**config.mk**
```make
export PLATFORM = sky130hd
export DESIGN_NAME = tmr_voter
export DESIGN_NICKNAME = d
export VERILOG_FILES = /design/src/rtl/scratch_bus_pkg.sv /design/src/rtl/scratch_tmr_pkg.sv /design/src/rtl/tmr_voter.sv
export VERILOG_INCLUDE_DIRS = /design/src /design/src/include
export SDC_FILE = /design/constraint.sdc
export NUM_CORES = 1
export LEC_CHECK = 0
export ABC_CLOCK_PERIOD_IN_PS = 3440
export BUFFER_PORTS_ARGS = -buffer_cell sky130_fd_sc_hd__buf_2
export CAP_MARGIN = 15
export CORE_ASPECT_RATIO = 1.1
export CORE_MARGIN = 2
export CORE_UTILIZATION = 50
export DETAILED_ROUTE_END_ITERATION = 8
export GPL_ROUTABILITY_DRIVEN = 0
export PLACE_DENSITY = 0.86
export SLEW_MARGIN = 0
export SYNTH_ARGS = -nofsm -noshare
export SYNTH_HDL_FRONTEND = slang
export SYNTH_SLANG_ARGS = --single-unit
```
**constraint.sdc**
```tcl
create_clock -name clk_i -period 3.44 [get_ports clk_i]
set_clock_uncertainty 0.15 [all_clocks]
set_input_delay 0.172 -clock clk_i [delete_from_list [all_inputs] [get_ports clk_i]]
set_output_delay 0.172 -clock clk_i [all_outputs]
set_load 0.01 [all_outputs]
```
**src/include/scratch_defines.svh**
```systemverilog
`ifndef SCRATCH_DEFINES_SVH
`define SCRATCH_DEFINES_SVH

// ==============================
// memory geometry
// ==============================

// word index bits, 4096 words of 32 bits = 16 KiB
`define SCRATCH_WORD_IDX_W 12
// number of words held in each copy
`define SCRATCH_DEPTH (1 << `SCRATCH_WORD_IDX_W)
// lowest address bit that must be zero for a chip select
`define SCRATCH_DECODE_LSB 14

// ==============================
// redundancy
// ==============================

// per-byte storage masks of copies 1 and 2 (copy 0 is unmasked)
`define SCRATCH_MASK1 8'hAA
`define SCRATCH_MASK2 8'h55
// width of the disagreement counter
`define SCRATCH_ERR_CNT_W 16

`endif

```
**src/rtl/scratch_bus_pkg.sv**
```systemverilog
`include "scratch_defines.svh"

package scratch_bus_pkg;

	// ==============================
	// bus side types
	// ==============================

	// byte address as seen on the bus
	typedef logic [31:0] bus_addr_t;

	// one data word, four byte lanes
	typedef logic [31:0] bus_data_t;

	// byte-lane enables, bit n covers bits 8n+7..8n
	typedef logic [3:0] byte_sel_t;

	// word index inside the scratchpad
	// taken from address bits 13..2
	typedef logic [`SCRATCH_WORD_IDX_W-1:0] word_idx_t;

endpackage

```
**src/rtl/scratch_tmr_pkg.sv**
```systemverilog
`include "scratch_defines.svh"

package scratch_tmr_pkg;

	// ==============================
	// redundancy types
	// ==============================

	// copy that takes the fault mask on a write
	// 0 = no copy, 1..3 = copy 0..2
	typedef logic [1:0] copy_sel_t;

	// saturating count of voted reads with disagreeing copies
	typedef logic [`SCRATCH_ERR_CNT_W-1:0] err_cnt_t;

endpackage

```
**src/rtl/tmr_voter.sv**
```systemverilog
`include "scratch_defines.svh"

module tmr_voter
	import scratch_bus_pkg::*;
	import scratch_tmr_pkg::*;
(
	input  logic      clk_i,
	input  logic      rst_n_i,
	input  logic      rd_cs_i,
	input  logic      vote_en_i,
	input  bus_data_t word0_i,
	input  bus_data_t word1_i,
	input  bus_data_t word2_i,
	output bus_data_t dat_o,
	output err_cnt_t  err_cnt_o
);

	localparam bus_data_t UNMASK1 = {4{`SCRATCH_MASK1}};
	localparam bus_data_t UNMASK2 = {4{`SCRATCH_MASK2}};

	// ==============================
	// majority vote
	// ==============================

	bus_data_t w0;
	bus_data_t w1;
	bus_data_t w2;
	bus_data_t vote;
	logic      disagree;
	logic      disagree_q;

	assign w0 = word0_i;
	assign w1 = word1_i ^ UNMASK1;
	assign w2 = word2_i ^ UNMASK2;

	// bitwise two-out-of-three
	assign vote = (w0 & w1) | (w0 & w2) | (w1 & w2);
	// any copy off the vote means the copies are not all equal
	assign disagree = (w0 != w1) | (w1 != w2);

	// ==============================
	// read data and error count
	// ==============================

	always_ff @(posedge clk_i) begin
		if (!rst_n_i) begin
			dat_o      <= '0;
			disagree_q <= 1'b0;
			err_cnt_o  <= '0;
		end else begin
			// data bus idles at zero outside a select
			dat_o      <= rd_cs_i ? vote : '0;
			// mismatch flag travels with the word on dat_o
			disagree_q <= rd_cs_i & disagree;
			// count only words that the bus actually takes and saturate at the top
			if (vote_en_i && disagree_q && (err_cnt_o != '1)) begin
				err_cnt_o <= err_cnt_o + err_cnt_t'(1);
			end
		end
	end

	// a copy that lost the vote must show up as a disagreement
	a_vote_flags_loser: assert property (@(posedge clk_i) disable iff (!rst_n_i)
		((vote != w0) || (vote != w1) || (vote != w2)) |-> disagree);

endmodule
```
==> impl_metrics.yaml <==
hold_path:
  hp-start: "word2_i[15]"
  hold_path_class: "in2reg"
  worstHoldEndpoint: "dat_o[15]"
  hold_path_depth: 3
power_and_ir_drop:
  p_seq_share_pct: 47.5
  swShare_pct: 29.1
  power_frac_comb_pct: 25.1
  power.leakage_nw: 2.21
  power_frac_clock_pct: 27.4
  p_per_area_nw_per_um2: 292
  vdd_ir_drop_max_uv: 218
  switching_power_w: 0.000365
  p_int_w: 0.000889
synth:
  synth_cells: 316
  yosysUniqueCellTypes: 32
  synth-seq-area-share_pct: 33.1
  synthArstFlopShare_pct: 0
  synth_seq_cells: 49
  syn_nets: 481
  yosys_warnings: 0
  synth.avg_cell_area_um2: 9.37
  synthFlopType: "dfxtp_1"
  netlist_area_um2: 2960
  synth_edf_count: 0
cells_and_area:
  stdcell_count: 587
  layout-drive-gt1-share_pct: 32.0
  final_common_cell: "buf_2"
  syn2layout_area_growth_pct: 45.1
  mostFrequentLayoutCells: "buf_2, ha_1, dfxtp_1, dlygate4sd3_1, nor2_1"
  post-route-util_pct: 74.9
  antenna_cells: 0
  design_area_um2: 4300
  finish.net_count: 674
clock_tree:
  cts_hold_buf: 45
  clock_latency_ns: 0.30
  post_cts_buffers: 0
  clock-root-buffer: "clkbuf_8"
  post_cts_resized: 0
  numCtsBuffers: 5
  cts_tree: "yes"
  clk_pin_slew_ns: 0.10
  ctsLongestPathBuffers: 2
  ctsHtreeMaxLevel: 2
  cts_sinks: 49
route:
  top_layer_used: "met4"
  vias: 3376
  wl_per_cell_um: 18.0
  first_pass_iters: 4
  wl_met3_um: 834
  met1_length_mm: 3.80
  ant_nets: 0
  drt-total-wl_mm: 10.5
  drc_errors: 0
  routed_via_density: 5.75
  drt_iter0_drc: 140
  route.met2.wl_mm: 5.30
floorplan:
  num_io_pins: 148
  die_h_um: 84.7
  initial_utilization_pct: 51.6
  fp.dieArea_um2: 6550
  num_rows: 29
  coreArea_um2: 5730
  die_w_um: 77.4
critical_path:
  crit_path_max_fanout: 2
  rr_worst_depth: 4
  endpoint_kind: "register"
  cp.arrival_ns: 2.25
  r2r-end: "err_cnt_o[9]"
  critical_path_required_ns: 3.45
  r2r_start: "err_cnt_o[8]"
  crit_start: "word0_i[9]"
  cp-start-kind: "primary input"
  worstSetupPathType: "in2reg"
  ff2ff_setup_slack_ns: 1.42
sta:
  holdWs_ns: 0.0101
  fmax_ghz: 0.445
  fin_tns_setup_ns: 0
  maxSlewViolCount: 0
  setup_violations: 0
  hold_viol: 0
  min_period_ns: 2.25
  worstMarginPinSlew_ns: 1.18
  fin_crit_sh_pct: 65.3
  rsz0062_at_grt: "false"
  slew_headroom_pct: 21.1
global_route:
  track_usage_pct: 32.4
  antenna_found_initial: 0
  grt.overflow.total: 0
  grt_pass1_vias: 3621
  grt_start_max_net_pins: 34
  grt_pass1_wl_mm: 16.7
placed_design:
  placed_area_um2: 3760
  port_buffers: 147
  hpwl_mm: 6.81
  placedCellCount: 534
flow_run:
  max_cap_violations: 0
outcome:
  status: "completed"
## power by group through the flow
stage / sequential, W / combinational (W) / clock (W)
final: 0.000595 / 0.000315 / 0.000343
after global routing: 0.000597 / 0.000342 / 0.000362
after CTS: 0.000595 / 0.000288 / 0.000341
after detailed placement: 0.000608 / 0.000240 / 0
after global placement: 0.000608 / 0.000228 / 0
after floorplan: 0.000618 / 0.000104 / 0
## synthesized netlist by cell type, types with 2 or more instances
master,number,area [um^2]
nand2b_1,2,12.5
nand3_1,4,20.0
nor2_1,36,135
or3_1,3,18.8
nand4_2,2,25.0
nand2_1,12,45.0
nor4_1,18,113
o21ai_0,6,30.0
mux2i_1,2,20.0
ha_1,65,813
inv_1,33,124
dfxtp_1,49,981
a211oi_1,32,240
clkbuf_1,4,15.0
and4_1,3,26.3
o31ai_1,7,52.6
or4_1,7,52.6
nand4_1,6,37.5
a21oi_1,12,60.1
## logic make-up (layout without fill, tap and decap cells)
| logic type | count (synthesis) | after routing | synth area share, % |
|---|---|---|---|
| simple gates | 101 | 101 | 19.7 |
| fa+ha+maj | 65 | 65 | 27.5 |
| compound gates | 59 | 59 | 13.4 |
| flops | 49 | 49 | 33.1 |
| buf+inv | 39 | 233 | 5.33 |
| mux | 2 | 2 | 0.676 |
| xor+xnor | 1 | 1 | 0.296 |
## sequential cells by signal, summed over array words and instances, names as in the netlist
signal	count
disagree_q	1
dat_o	32
err_cnt_o	16
## routing by layer
| metal | GRT usage (%) | up-vias |
|---|---|---|
| met5 | 0 | - |
| met4 | 20.8 | 0 |
| met3 | 9.14 | 53 |
| met2 | 60.1 | 180 |
| met1 | 31.2 | 1582 |
| li1 | - | 1561 |
## worst max-delay path by stage
stage / end / depth (start not counted) / slack [ns]
floorplan: err_cnt_o[14] / 5 / 1.69
global placement: err_cnt_o[1] / 4 / 1.50
detailed placement: err_cnt_o[9] / 4 / 1.44
CTS: disagree_q / 7 / 1.39
global route: disagree_q / 7 / 1.18
finish: disagree_q / 7 / 1.19
## worst max-delay path: stages
cell           delay [ns]
dlygate4sd3_1        0.54
buf_2                0.13
ha_1                 0.32
nor4_1               0.56
nand4_1              0.19
nor4_1               0.27
nor2_1               0.06
## final cells by class
class / count / area (um^2)
timing repair buffer: 192 / 1190
inverter: 33 / 124
tap: 77 / 96.3
clock buffer: 5 / 68.8
sequential: 49 / 981
clock inverter: 3 / 17.5
multi-input combinational: 228 / 1820
fill: 390 / 1440
## through the flow
step | power, W | setup WS [ns]
after CTS | 0.00122 | 1.39
final | 0.00125 | 1.19
after global routing | 0.00130 | 1.18
after detailed placement | 0.000848 | 1.44
after global placement | 0.000835 | 1.50
after floorplan | 0.000722 | 1.69
(Power assumes the default switching activity.)
