### src/include/scratch_defines.svh
`ifndef SCRATCH_DEFINES_SVH
`define SCRATCH_DEFINES_SVH

// ==============================
// memory geometry
// ==============================

// word index bits, 4096 words of 32 bits = 16 KiB
`define SCRATCH_WORD_IDX_W 12
// number of words held in each copy
`define SCRATCH_DEPTH (1 << `SCRATCH_WORD_IDX_W)
// lowest address bit that must be zero for a chip select
`define SCRATCH_DECODE_LSB 14

// ==============================
// redundancy
// ==============================

// per-byte storage masks of copies 1 and 2 (copy 0 is unmasked)
`define SCRATCH_MASK1 8'hAA
`define SCRATCH_MASK2 8'h55
// width of the disagreement counter
`define SCRATCH_ERR_CNT_W 16

`endif

### src/rtl/scratch_bus_pkg.sv
`include "scratch_defines.svh"

package scratch_bus_pkg;

	// ==============================
	// bus side types
	// ==============================

	// byte address as seen on the bus
	typedef logic [31:0] bus_addr_t;

	// one data word, four byte lanes
	typedef logic [31:0] bus_data_t;

	// byte-lane enables, bit n covers bits 8n+7..8n
	typedef logic [3:0] byte_sel_t;

	// word index inside the scratchpad
	// taken from address bits 13..2
	typedef logic [`SCRATCH_WORD_IDX_W-1:0] word_idx_t;

endpackage

### src/rtl/scratch_bus_frontend.sv
`include "scratch_defines.svh"

module scratch_bus_frontend
	import scratch_bus_pkg::*;
(
	input  logic      clk_i,
	input  logic      rst_n_i,
	input  logic      cyc_i,
	input  logic      stb_i,
	input  logic      we_i,
	input  bus_addr_t adr_i,
	input  byte_sel_t sel_i,
	output logic      ack_o,
	output logic      wr_en_o,
	output byte_sel_t wr_sel_o,
	output word_idx_t wr_idx_o,
	output word_idx_t rd_idx_o,
	output logic      rd_cs_o,
	output logic      vote_en_o
);

	// ==============================
	// address decode
	// ==============================

	logic      cs;
	logic      cs_rise;
	word_idx_t adr_idx;

	// only the lowest 16 KiB answers
	assign cs = cyc_i & stb_i & (adr_i[31:`SCRATCH_DECODE_LSB] == '0);
	assign adr_idx = adr_i[`SCRATCH_DECODE_LSB-1:2];

	// ==============================
	// read pipeline
	// ==============================

	logic      rd_stage1_q;
	logic      rd_stage2_q;
	word_idx_t burst_ctr_q;
	word_idx_t rd_idx_q;

	// stage 1 is the select delayed by one cycle
	// it doubles as the reference for the rising edge
	assign cs_rise = cs & ~rd_stage1_q;

	always_ff @(posedge clk_i) begin
		if (!rst_n_i) begin
			rd_stage1_q <= 1'b0;
			rd_stage2_q <= 1'b0;
			burst_ctr_q <= '0;
			rd_idx_q    <= '0;
		end else begin
			rd_stage1_q <= cs;
			// stage 2 only survives while the select is still held
			rd_stage2_q <= rd_stage1_q & cs;
			// burst counter runs one word ahead of the read index
			if (cs_rise) begin
				burst_ctr_q <= adr_idx + word_idx_t'(1);
			end else if (cs) begin
				burst_ctr_q <= burst_ctr_q + word_idx_t'(1);
			end
			// first word straight from the bus and later ones from the counter
			rd_idx_q <= cs_rise ? adr_idx : burst_ctr_q;
		end
	end

	// ==============================
	// outputs
	// ==============================

	// writes ack in the same cycle and reads once stage 2 is set
	assign ack_o = cs & (we_i | rd_stage2_q);
	// voted word on dat_o is being acknowledged this cycle
	assign vote_en_o = cs & ~we_i & rd_stage2_q;

	assign wr_en_o  = cs & we_i;
	assign wr_sel_o = sel_i;
	assign wr_idx_o = adr_idx;
	assign rd_idx_o = rd_idx_q;
	assign rd_cs_o  = cs;

	// a read ack only follows a select held over the two edges before
	a_read_ack_held: assert property (@(posedge clk_i) disable iff (!rst_n_i)
		(ack_o && !we_i) |-> ($past(cs) && $past(cs, 2)));

	// inside a held select the read index steps by exactly one word
	a_burst_step: assert property (@(posedge clk_i) disable iff (!rst_n_i)
		(cs && rd_stage1_q) |=> (rd_idx_q == $past(rd_idx_q) + word_idx_t'(1)));

endmodule

### config.mk
export PLATFORM = sky130hd
export DESIGN_NAME = scratch_bus_frontend
export DESIGN_NICKNAME = d
export VERILOG_FILES = /design/src/rtl/scratch_bus_pkg.sv /design/src/rtl/scratch_bus_frontend.sv
export VERILOG_INCLUDE_DIRS = /design/src /design/src/include
export SDC_FILE = /design/constraint.sdc
export NUM_CORES = 1
export LEC_CHECK = 0
export BUFFER_PORTS_ARGS = -buffer_cell sky130_fd_sc_hd__clkbuf_2
export CORE_MARGIN = 2
export CORE_UTILIZATION = 42
export CTS_CLUSTER_DIAMETER = 200
export DETAILED_ROUTE_END_ITERATION = 10
export GPL_TIMING_DRIVEN = 0
export PLACE_DENSITY = 0.85
export RECOVER_POWER = 50
export SYNTH_ARGS = -nofsm -noshare
export SYNTH_HDL_FRONTEND = slang
export SYNTH_SLANG_ARGS = --single-unit
### constraint.sdc
create_clock -name clk_i -period 3 [get_ports clk_i]
set_input_delay 0.6 -clock clk_i [delete_from_list [all_inputs] [get_ports clk_i]]
set_output_delay 0.6 -clock clk_i [all_outputs]
set_load 0.01 [all_outputs]
==> metrics, run 1 <==
run status=finished clean; Max Used Layer=met4; Die Width=66.6 µm; CP cell instances=clkbuf_2 > nor4_4 > nand3_2 > buf_4 > or2_1 > inv_2 > buf_2 > and2_1 > clkbuf_2; Clock transition at path regs=0.09 ns; Final WS setup=0.0905 ns; DRT Pass-1 Iters=4; Tot Pwr=0.674 mW; Synth Register Bits=26; global-route wire length before repair=7.13 mm; Worst Max-Slew Pin Slew=0.573 ns; leakage=0.816 nW; I/O Pins=73; starting density of the core=44.3%; GP Congestion=0.919; cts hold-fix bufs=0; Post-synth EDFFs=0; DP Wirelength=3.32 mm; initial antenna violation count=0; Seq/Total Area, Yosys=31.6%; final hold viol count=0; most area-consuming cells after synthesis=dfxtp_1 (32%), nand2_1 (8.9%), buf_4 (7.3%); crit path launch type=input port; ys async rst share=0%; filler instances=347; area of the die=0.00444 mm²; Tot GR Track Use=20.8%; drt drc=0; PD cells=312 mW/mm²; Slew Limit Fails=0; vias in the first global route=1,617; post-route antenna net violation count=0; antenna diode count=0; Synth Net Count=256; endpoints failing setup=0; num rows=22; top_reg_cell synth=dfxtp_1; setup_tns=0 ns; register area=520 µm²; met2 routed WL=2.42 mm; post-synth top area share=31.6%; max-cap viol count=0; Worst EP required=2.40 ns; worst rel slew slack=61.8%; Warnings, synthesis=0; post-layout min period=2.91 ns; Num CTS Buffers=3; vias=1,865; Synth Cell Area=0.00165 mm²; Crit. End Element=output pin; maximum clock frequency=0.344 GHz; CP max stage delay=0.33 ns; Synth Instances=214; area delta synth->final=30.9%; TritonCTS clock tree=built; CP Class=input port to output pin; Yosys top cell by area=dfxtp_1; share of layout cells above drive strength 1=30.1%; design area=0.00216 mm²; Core Footprint=0.00372 mm²; met3 WL=425 µm; Util after Layout=58.0%; critical path peak fanout=10; CP most frequent cell=clkbuf_2; clock root buffer=clkbuf_8; largest net degree at the start of global routing=15; Met1 Wirelength=1.86 mm; crit share post-route=97.0%; DRT iter0 DRCs=108; Clock Tree Buf Depth=2; Post-Route Skew=0.00483 ns; pre-CTS WS=-0.405 ns; syn_area_per_cell=7.70 µm²; highest-count cells in the layout ignoring fill and taps=clkbuf_2 (39), nand2_1 (39), clkbuf_1 (32), dfxtp_1 (26), buf_4 (21); crit path max-delay cell type=nor4_4; VDD IR max=0.000317 V; Hold Path Class=register to register; Worst-Skew Late Latency=0.28 ns; Critical Path AT=2.31 ns; Multi-input gate area=0.00101 mm²; Port Buffers=66; WL/cell=14.3 µm; H-tree Lvls=1; Distinct cells, synth=49; final WL=4.81 mm; Die H=66.6 µm; Vias per Instance=5.53; final net count=332; dpl cell area=0.00204 mm²; Sink Count=26; grt total ovfl=0
[routing by layer]
metal	up-vias	GRT usage [%]
met5	-	0
met4	0	6.12
met3	17	4.39
met2	110	37.9
met1	844	24.3
li1	894	-
[per-stage QoR]
stage | hold slack [ns] | cells
finish | 0.475 | 337
CTS | 0.478 | 335
global route | 0.506 | 337
global placement | 0.452 | 328
detailed placement | 0.459 | 328
floorplan | 0.444 | 214
[synth_stat cells, types with 3 or more instances]
library cell,n
o22ai_1,4
dfxtp_1,26
a21oi_1,20
nor4_1,3
mux2i_1,5
clkbuf_1,5
o21ai_0,8
nor2_1,17
nor3_1,5
a31oi_1,4
nand2_1,39
xnor2_1,3
buf_4,16
inv_1,6
nand3_1,8
nor4_2,4
[critical path: cells and delay by family]
family | cells | cell delay, ns
and+or+nand+nor | 4 | 0.90
buffers and inverters | 5 | 0.80
[kinds of logic (layout without fill, tap and decap cells)]
| family | count (synthesis) | after routing | share of synthesized area [%] |
|---|---|---|---|
| buffers and inverters | 31 | 106 | 10.9 |
| and+or+nand+nor | 94 | 94 | 30.8 |
| AOI/OAI and AO/OA | 49 | 49 | 18.0 |
| muxes | 8 | 8 | 5.31 |
| xor gates and xnor gates | 5 | 5 | 2.66 |
| DFF | 26 | 26 | 31.6 |
| adders and majority gates | 1 | 1 | 0.759 |
[flip-flops by register name (all words and copies together), names as in the netlist]
name,flops
burst_ctr_q,12
rd_stage2_q,1
rd_stage1_q,1
rd_idx_o,12
[area by class of cell]
class	count	area share [%]
well taps	48	2.78
flip-flops and latches	26	24.1
plain buffers	23	6.96
repair buffers	71	15.4
inverters	8	1.39
multi-input cells	157	46.8
clock buffers	4	2.55
[path summary, 6_finish.rpt]
check,depth (start not counted),from,slack [ns],to
worst min-delay path,2,burst_ctr_q[1],0.48,burst_ctr_q[1]
worst max register to register,9,rd_stage1_q,0.71,burst_ctr_q[10]
worst min register to register,2,burst_ctr_q[1],0.48,burst_ctr_q[1]
worst max-delay path,9,adr_i[20],0.09,wr_en_o
[power by group]
group	leakage, nW	switching (mW)	internal (mW)
clock network	0.0288	0.117	0.118
registers	0.209	0.000000330	0.345
logic	0.578	0.0511	0.0435
total	0.816	0.168	0.506
[repair_timing]
action                     4_1_cts  5_1_grt
setup endpoints to repair        3        5
pin swaps                        2        3
resized for setup                2        7
setup buffers                    3        2
Power figures use the tool's default switching activity.
==> inputs of run 2 (changes only) <==
- REMOVE_ABC_BUFFERS: unset -> 1
==> metrics, run 2 (synthesis results as in run 1) <==
most common cell after layout, fill and taps aside=nand2_1; TritonCTS clock tree=built; leakage=0.723 nW; num rows=22; cts hold-fix bufs=0; combinational power share=11.5%; post-route antenna net violation count=0; sequential power share=53.4%; tightest hold margin=0.482 ns; crit share post-route=96.6%; maximum clock frequency=0.345 GHz; final hold viol count=0; drt drc=0; CP Class=input port to register; vias in the first global route=1,673; Vias per Instance=5.73; Sw Ratio=23.8%; GP Congestion=0.846; Die H=66.6 µm; global-route wire length before repair=7.42 mm; DRT iter0 DRCs=146; Worst Max-Slew Pin Slew=0.828 ns; Die Width=66.6 µm; post-layout min period=2.90 ns; critical path peak fanout=7; clock root buffer=clkbuf_8; endpoints failing setup=0; Hold Path Class=register to register; Post-Route Skew=0.00365 ns; grt total ovfl=0; area of the die=0.00444 mm²; Worst EP required=3.20 ns; Slew Limit Fails=0; VDD IR max=0.000347 V; DRT Pass-1 Iters=4; final net count=307; Core Footprint=0.00372 mm²; max-cap viol count=0; Tot GR Track Use=21.5%; worst rel slew slack=44.7%; dpl cell area=0.00187 mm²; share of layout cells above drive strength 1=26.1%; net switching power=0.154 mW; Crit. End Element=register; starting density of the core=44.3%; I/O Pins=73; area delta synth->final=21.5%; Worst-Skew Late Latency=0.27 ns; clock power share=35.1%; Final WS setup=0.101 ns; run status=finished clean; Sink Count=26; crit path launch type=input port; antenna diode count=0; design area=0.00200 mm²; final WL=4.62 mm; DP Wirelength=3.12 mm; Tot Pwr=0.646 mW; initial antenna violation count=0; PD cells=323 mW/mm²; H-tree Lvls=1; Clock transition at path regs=0.08 ns; post-route insts no fill=312; setup_tns=0 ns; largest net degree at the start of global routing=22; Pint=0.492 mW; pre-CTS WS=-0.837 ns; Critical Path AT=3.10 ns; Clock Tree Buf Depth=2; Port Buffers=62; vias=1,789; Num CTS Buffers=3; Cells after DPL=301; highest-count cells in the layout ignoring fill and taps=nand2_1 (39), clkbuf_2 (38), dfxtp_1 (26), clkbuf_1 (24), a21oi_1 (20); Util after Layout=53.9%; WL/cell=14.8 µm
-- run 2: power by group through the flow --
| stage | registers [mW] | clock network (mW) | logic (mW) |
|---|---|---|---|
| after CTS | 0.345 | 0.233 | 0.0716 |
| after floorplan | 0.353 | 0 | 0.0175 |
| after detailed placement | 0.353 | 0 | 0.0691 |
| after global routing | 0.345 | 0.246 | 0.0812 |
| final | 0.345 | 0.227 | 0.0744 |
| after global placement | 0.353 | 0 | 0.0671 |
-- run 2: worst paths after layout --
check / startpoint / end / slack [ns] / cells past startpoint
worst max-delay path: adr_i[15] / burst_ctr_q[10] / 0.10 / 12
worst min-delay path: burst_ctr_q[11] / rd_idx_o[11] / 0.48 / 2
worst max register to register: rd_stage1_q / burst_ctr_q[8] / 0.28 / 10
worst min register to register: burst_ctr_q[11] / rd_idx_o[11] / 0.48 / 2
-- run 2: area by class of cell --
class / instances / area, µm²
Sequential cell: 26 / 520
Clock buffer: 4 / 55.1
Tap cell: 48 / 60.1
Inverter: 8 / 30.0
Multi-Input combinational cell: 157 / 1000
Timing Repair Buffer: 69 / 333
Fill cell: 377 / 1710
-- run 2: critical path: stages --
cell and delay (ns):
clkbuf_2 0.10, nor4_4 0.33, nand3_2 0.17, nor3_4 0.32
mux2i_2 0.28, inv_1 0.10, ha_4 0.19, nand2_1 0.07
nor3_1 0.09, mux2_4 0.32, a2111o_1 0.37, a31oi_1 0.16
-- run 2: per-layer routing --
metal,wire length (µm),GRT usage (%)
met1,1800,25.5
met3,391,4.90
met4,127,5.61
met2,2290,38.8
met5,0,0
-- run 2: repair_timing --
item	in CTS	in global routing
gates resized for setup	4	5
setup endpoints to repair	4	4
setup buffers	3	4
gates cloned	0	0
pin swaps	2	5
==> inputs of run 3 (changes only) <==
--- a/config.mk
+++ b/config.mk
@@ -9,4 +9,6 @@
 export BUFFER_PORTS_ARGS = -buffer_cell sky130_fd_sc_hd__clkbuf_2
-export CORE_MARGIN = 2
-export CORE_UTILIZATION = 42
+export CELL_PAD_IN_SITES_DETAIL_PLACEMENT = 1
+export CELL_PAD_IN_SITES_GLOBAL_PLACEMENT = 2
+export CORE_MARGIN = 10
+export CORE_UTILIZATION = 22
 export CTS_CLUSTER_DIAMETER = 200
@@ -14,3 +16,3 @@
 export GPL_TIMING_DRIVEN = 0
-export PLACE_DENSITY = 0.85
+export PLACE_DENSITY = 0.84
 export RECOVER_POWER = 50
==> constraint.sdc (replaced) <==
create_clock -name clk_i -period 3 [get_ports clk_i]
set_input_delay 0.15 -clock clk_i [delete_from_list [all_inputs] [get_ports clk_i]]
set_output_delay 0.15 -clock clk_i [all_outputs]
set_load 0.01 [all_outputs]
==> metrics, run 3 (synthesis results as in run 1) <==
Slew Limit Fails=0; Cells after DPL=352; initial antenna violation count=0; endpoints failing setup=0; Crit. End Element=register; run status=finished clean; drt drc=0; Worst Max-Slew Pin Slew=0.668 ns; area of the die=0.0114 mm²; Clock transition at path regs=0.10 ns; Vias per Instance=4.76; Sink Count=26; TritonCTS clock tree=built; Tot Pwr=0.658 mW; post-layout min period=2.69 ns; Worst EP required=3.21 ns; RSZ-0062 raised after global routing=false; DP Wirelength=4.25 mm; Met1 Wirelength=2.42 mm; final WL=5.57 mm; filler instances=923; Hold Path Class=input port to register; Worst-Skew Late Latency=0.28 ns; num rows=31; Final WS setup=0.306 ns; worst rel slew slack=55.4%; crit share post-route=89.8%; pre-CTS WS=-0.478 ns; DRT Pass-1 Iters=4; antenna diode count=0; global-route wire length before repair=9.27 mm; starting density of the core=22.7%; highest-count cells in the layout ignoring fill and taps=nand2_1 (39), clkbuf_2 (38), dfxtp_1 (25), clkbuf_1 (24), a21oi_1 (20); maximum clock frequency=0.371 GHz; critical path peak fanout=7; GP Congestion=0.806; Core Footprint=0.00725 mm²; final net count=302; clock root buffer=clkbuf_8; max-cap viol count=0; Post-Route Skew=0.00713 ns; area delta synth->final=19.8%; Num CTS Buffers=3; Tot GR Track Use=9.89%; CP Class=input port to register; met3 WL=347 µm; Critical Path AT=2.90 ns; vias in the first global route=1,846; cts hold-fix bufs=0; met2 routed WL=2.76 mm; PD cells=333 mW/mm²; final hold viol count=0; largest net degree at the start of global routing=22; vias=1,703; leakage=0.704 nW; crit path launch type=input port; setup_tns=0 ns; post-route insts no fill=358; grt total ovfl=0; share of layout cells above drive strength 1=23.9%; most common cell after layout, fill and taps aside=nand2_1; Port Buffers=62; I/O Pins=73; Die H=107 µm; H-tree Lvls=1; Max Used Layer=met4; WL/cell=15.6 µm; Die Width=107 µm; Clock Tree Buf Depth=2; DRT iter0 DRCs=54; post-route antenna net violation count=0; VDD IR max=0.000207 V
run 3: worst max-delay path, stage by stage:
cell	delay, ns
clkbuf_2	0.09
nor4_2	0.34
nand3_2	0.24
nor3_4	0.35
mux2i_1	0.32
inv_1	0.08
ha_1	0.29
nand2_1	0.10
nor3_1	0.10
mux2_4	0.31
a2111o_1	0.36
a31oi_1	0.17
run 3: path summary, 6_finish.rpt:
check | startpoint | to | slack, ns | cells after the start
max | adr_i[20] | burst_ctr_q[10] | 0.31 | 12
min | adr_i[13] | rd_idx_o[11] | 0.14 | 3
max reg2reg | rd_stage1_q | burst_ctr_q[10] | 0.38 | 9
min reg2reg | burst_ctr_q[0] | burst_ctr_q[0] | 0.48 | 2
run 3: layout make-up:
type / count / area, µm² / share of cell area [%]
clock buffer: 4 / 55.1 / 2.79
multi-input combinational: 157 / 948 / 48.0
sequential: 26 / 522 / 26.4
timing repair buffer: 64 / 295 / 15.0
tap: 99 / 124 / 6.27
inverter: 8 / 30.0 / 1.52
run 3: metrics by stage:
step / util [%] / cell area, µm² / hold slack [ns]
2_1_floorplan: - / 1500 / 0.272
3_3_place_gp: 26.7 / 1930 / 0.300
3_5_place_dp: 26.7 / 1930 / 0.300
4_1_cts: 27.6 / 2000 / 0.133
5_1_grt: 27.2 / 1970 / 0.144
6_report: 27.2 / 1970 / 0.138
run 3: where the power goes:
group	switching (mW)	internal, mW
Sequential	0.000000399	0.345
Clock	0.126	0.118
Combinational	0.0404	0.0280
run 3: layer usage:
| layer | vias to the layer above | track usage (%) |
|---|---|---|
| met5 | - | 0 |
| met1 | 815 | 11.2 |
| li1 | 835 | - |
| met4 | 0 | 2.51 |
| met3 | 4 | 3.32 |
| met2 | 49 | 17.3 |
run 3: repair_timing:
item                       4_1_cts  5_1_grt
buffers inserted                 2        0
pin swaps                        1        0
setup endpoints to repair        3        3
gates resized for setup          0        1
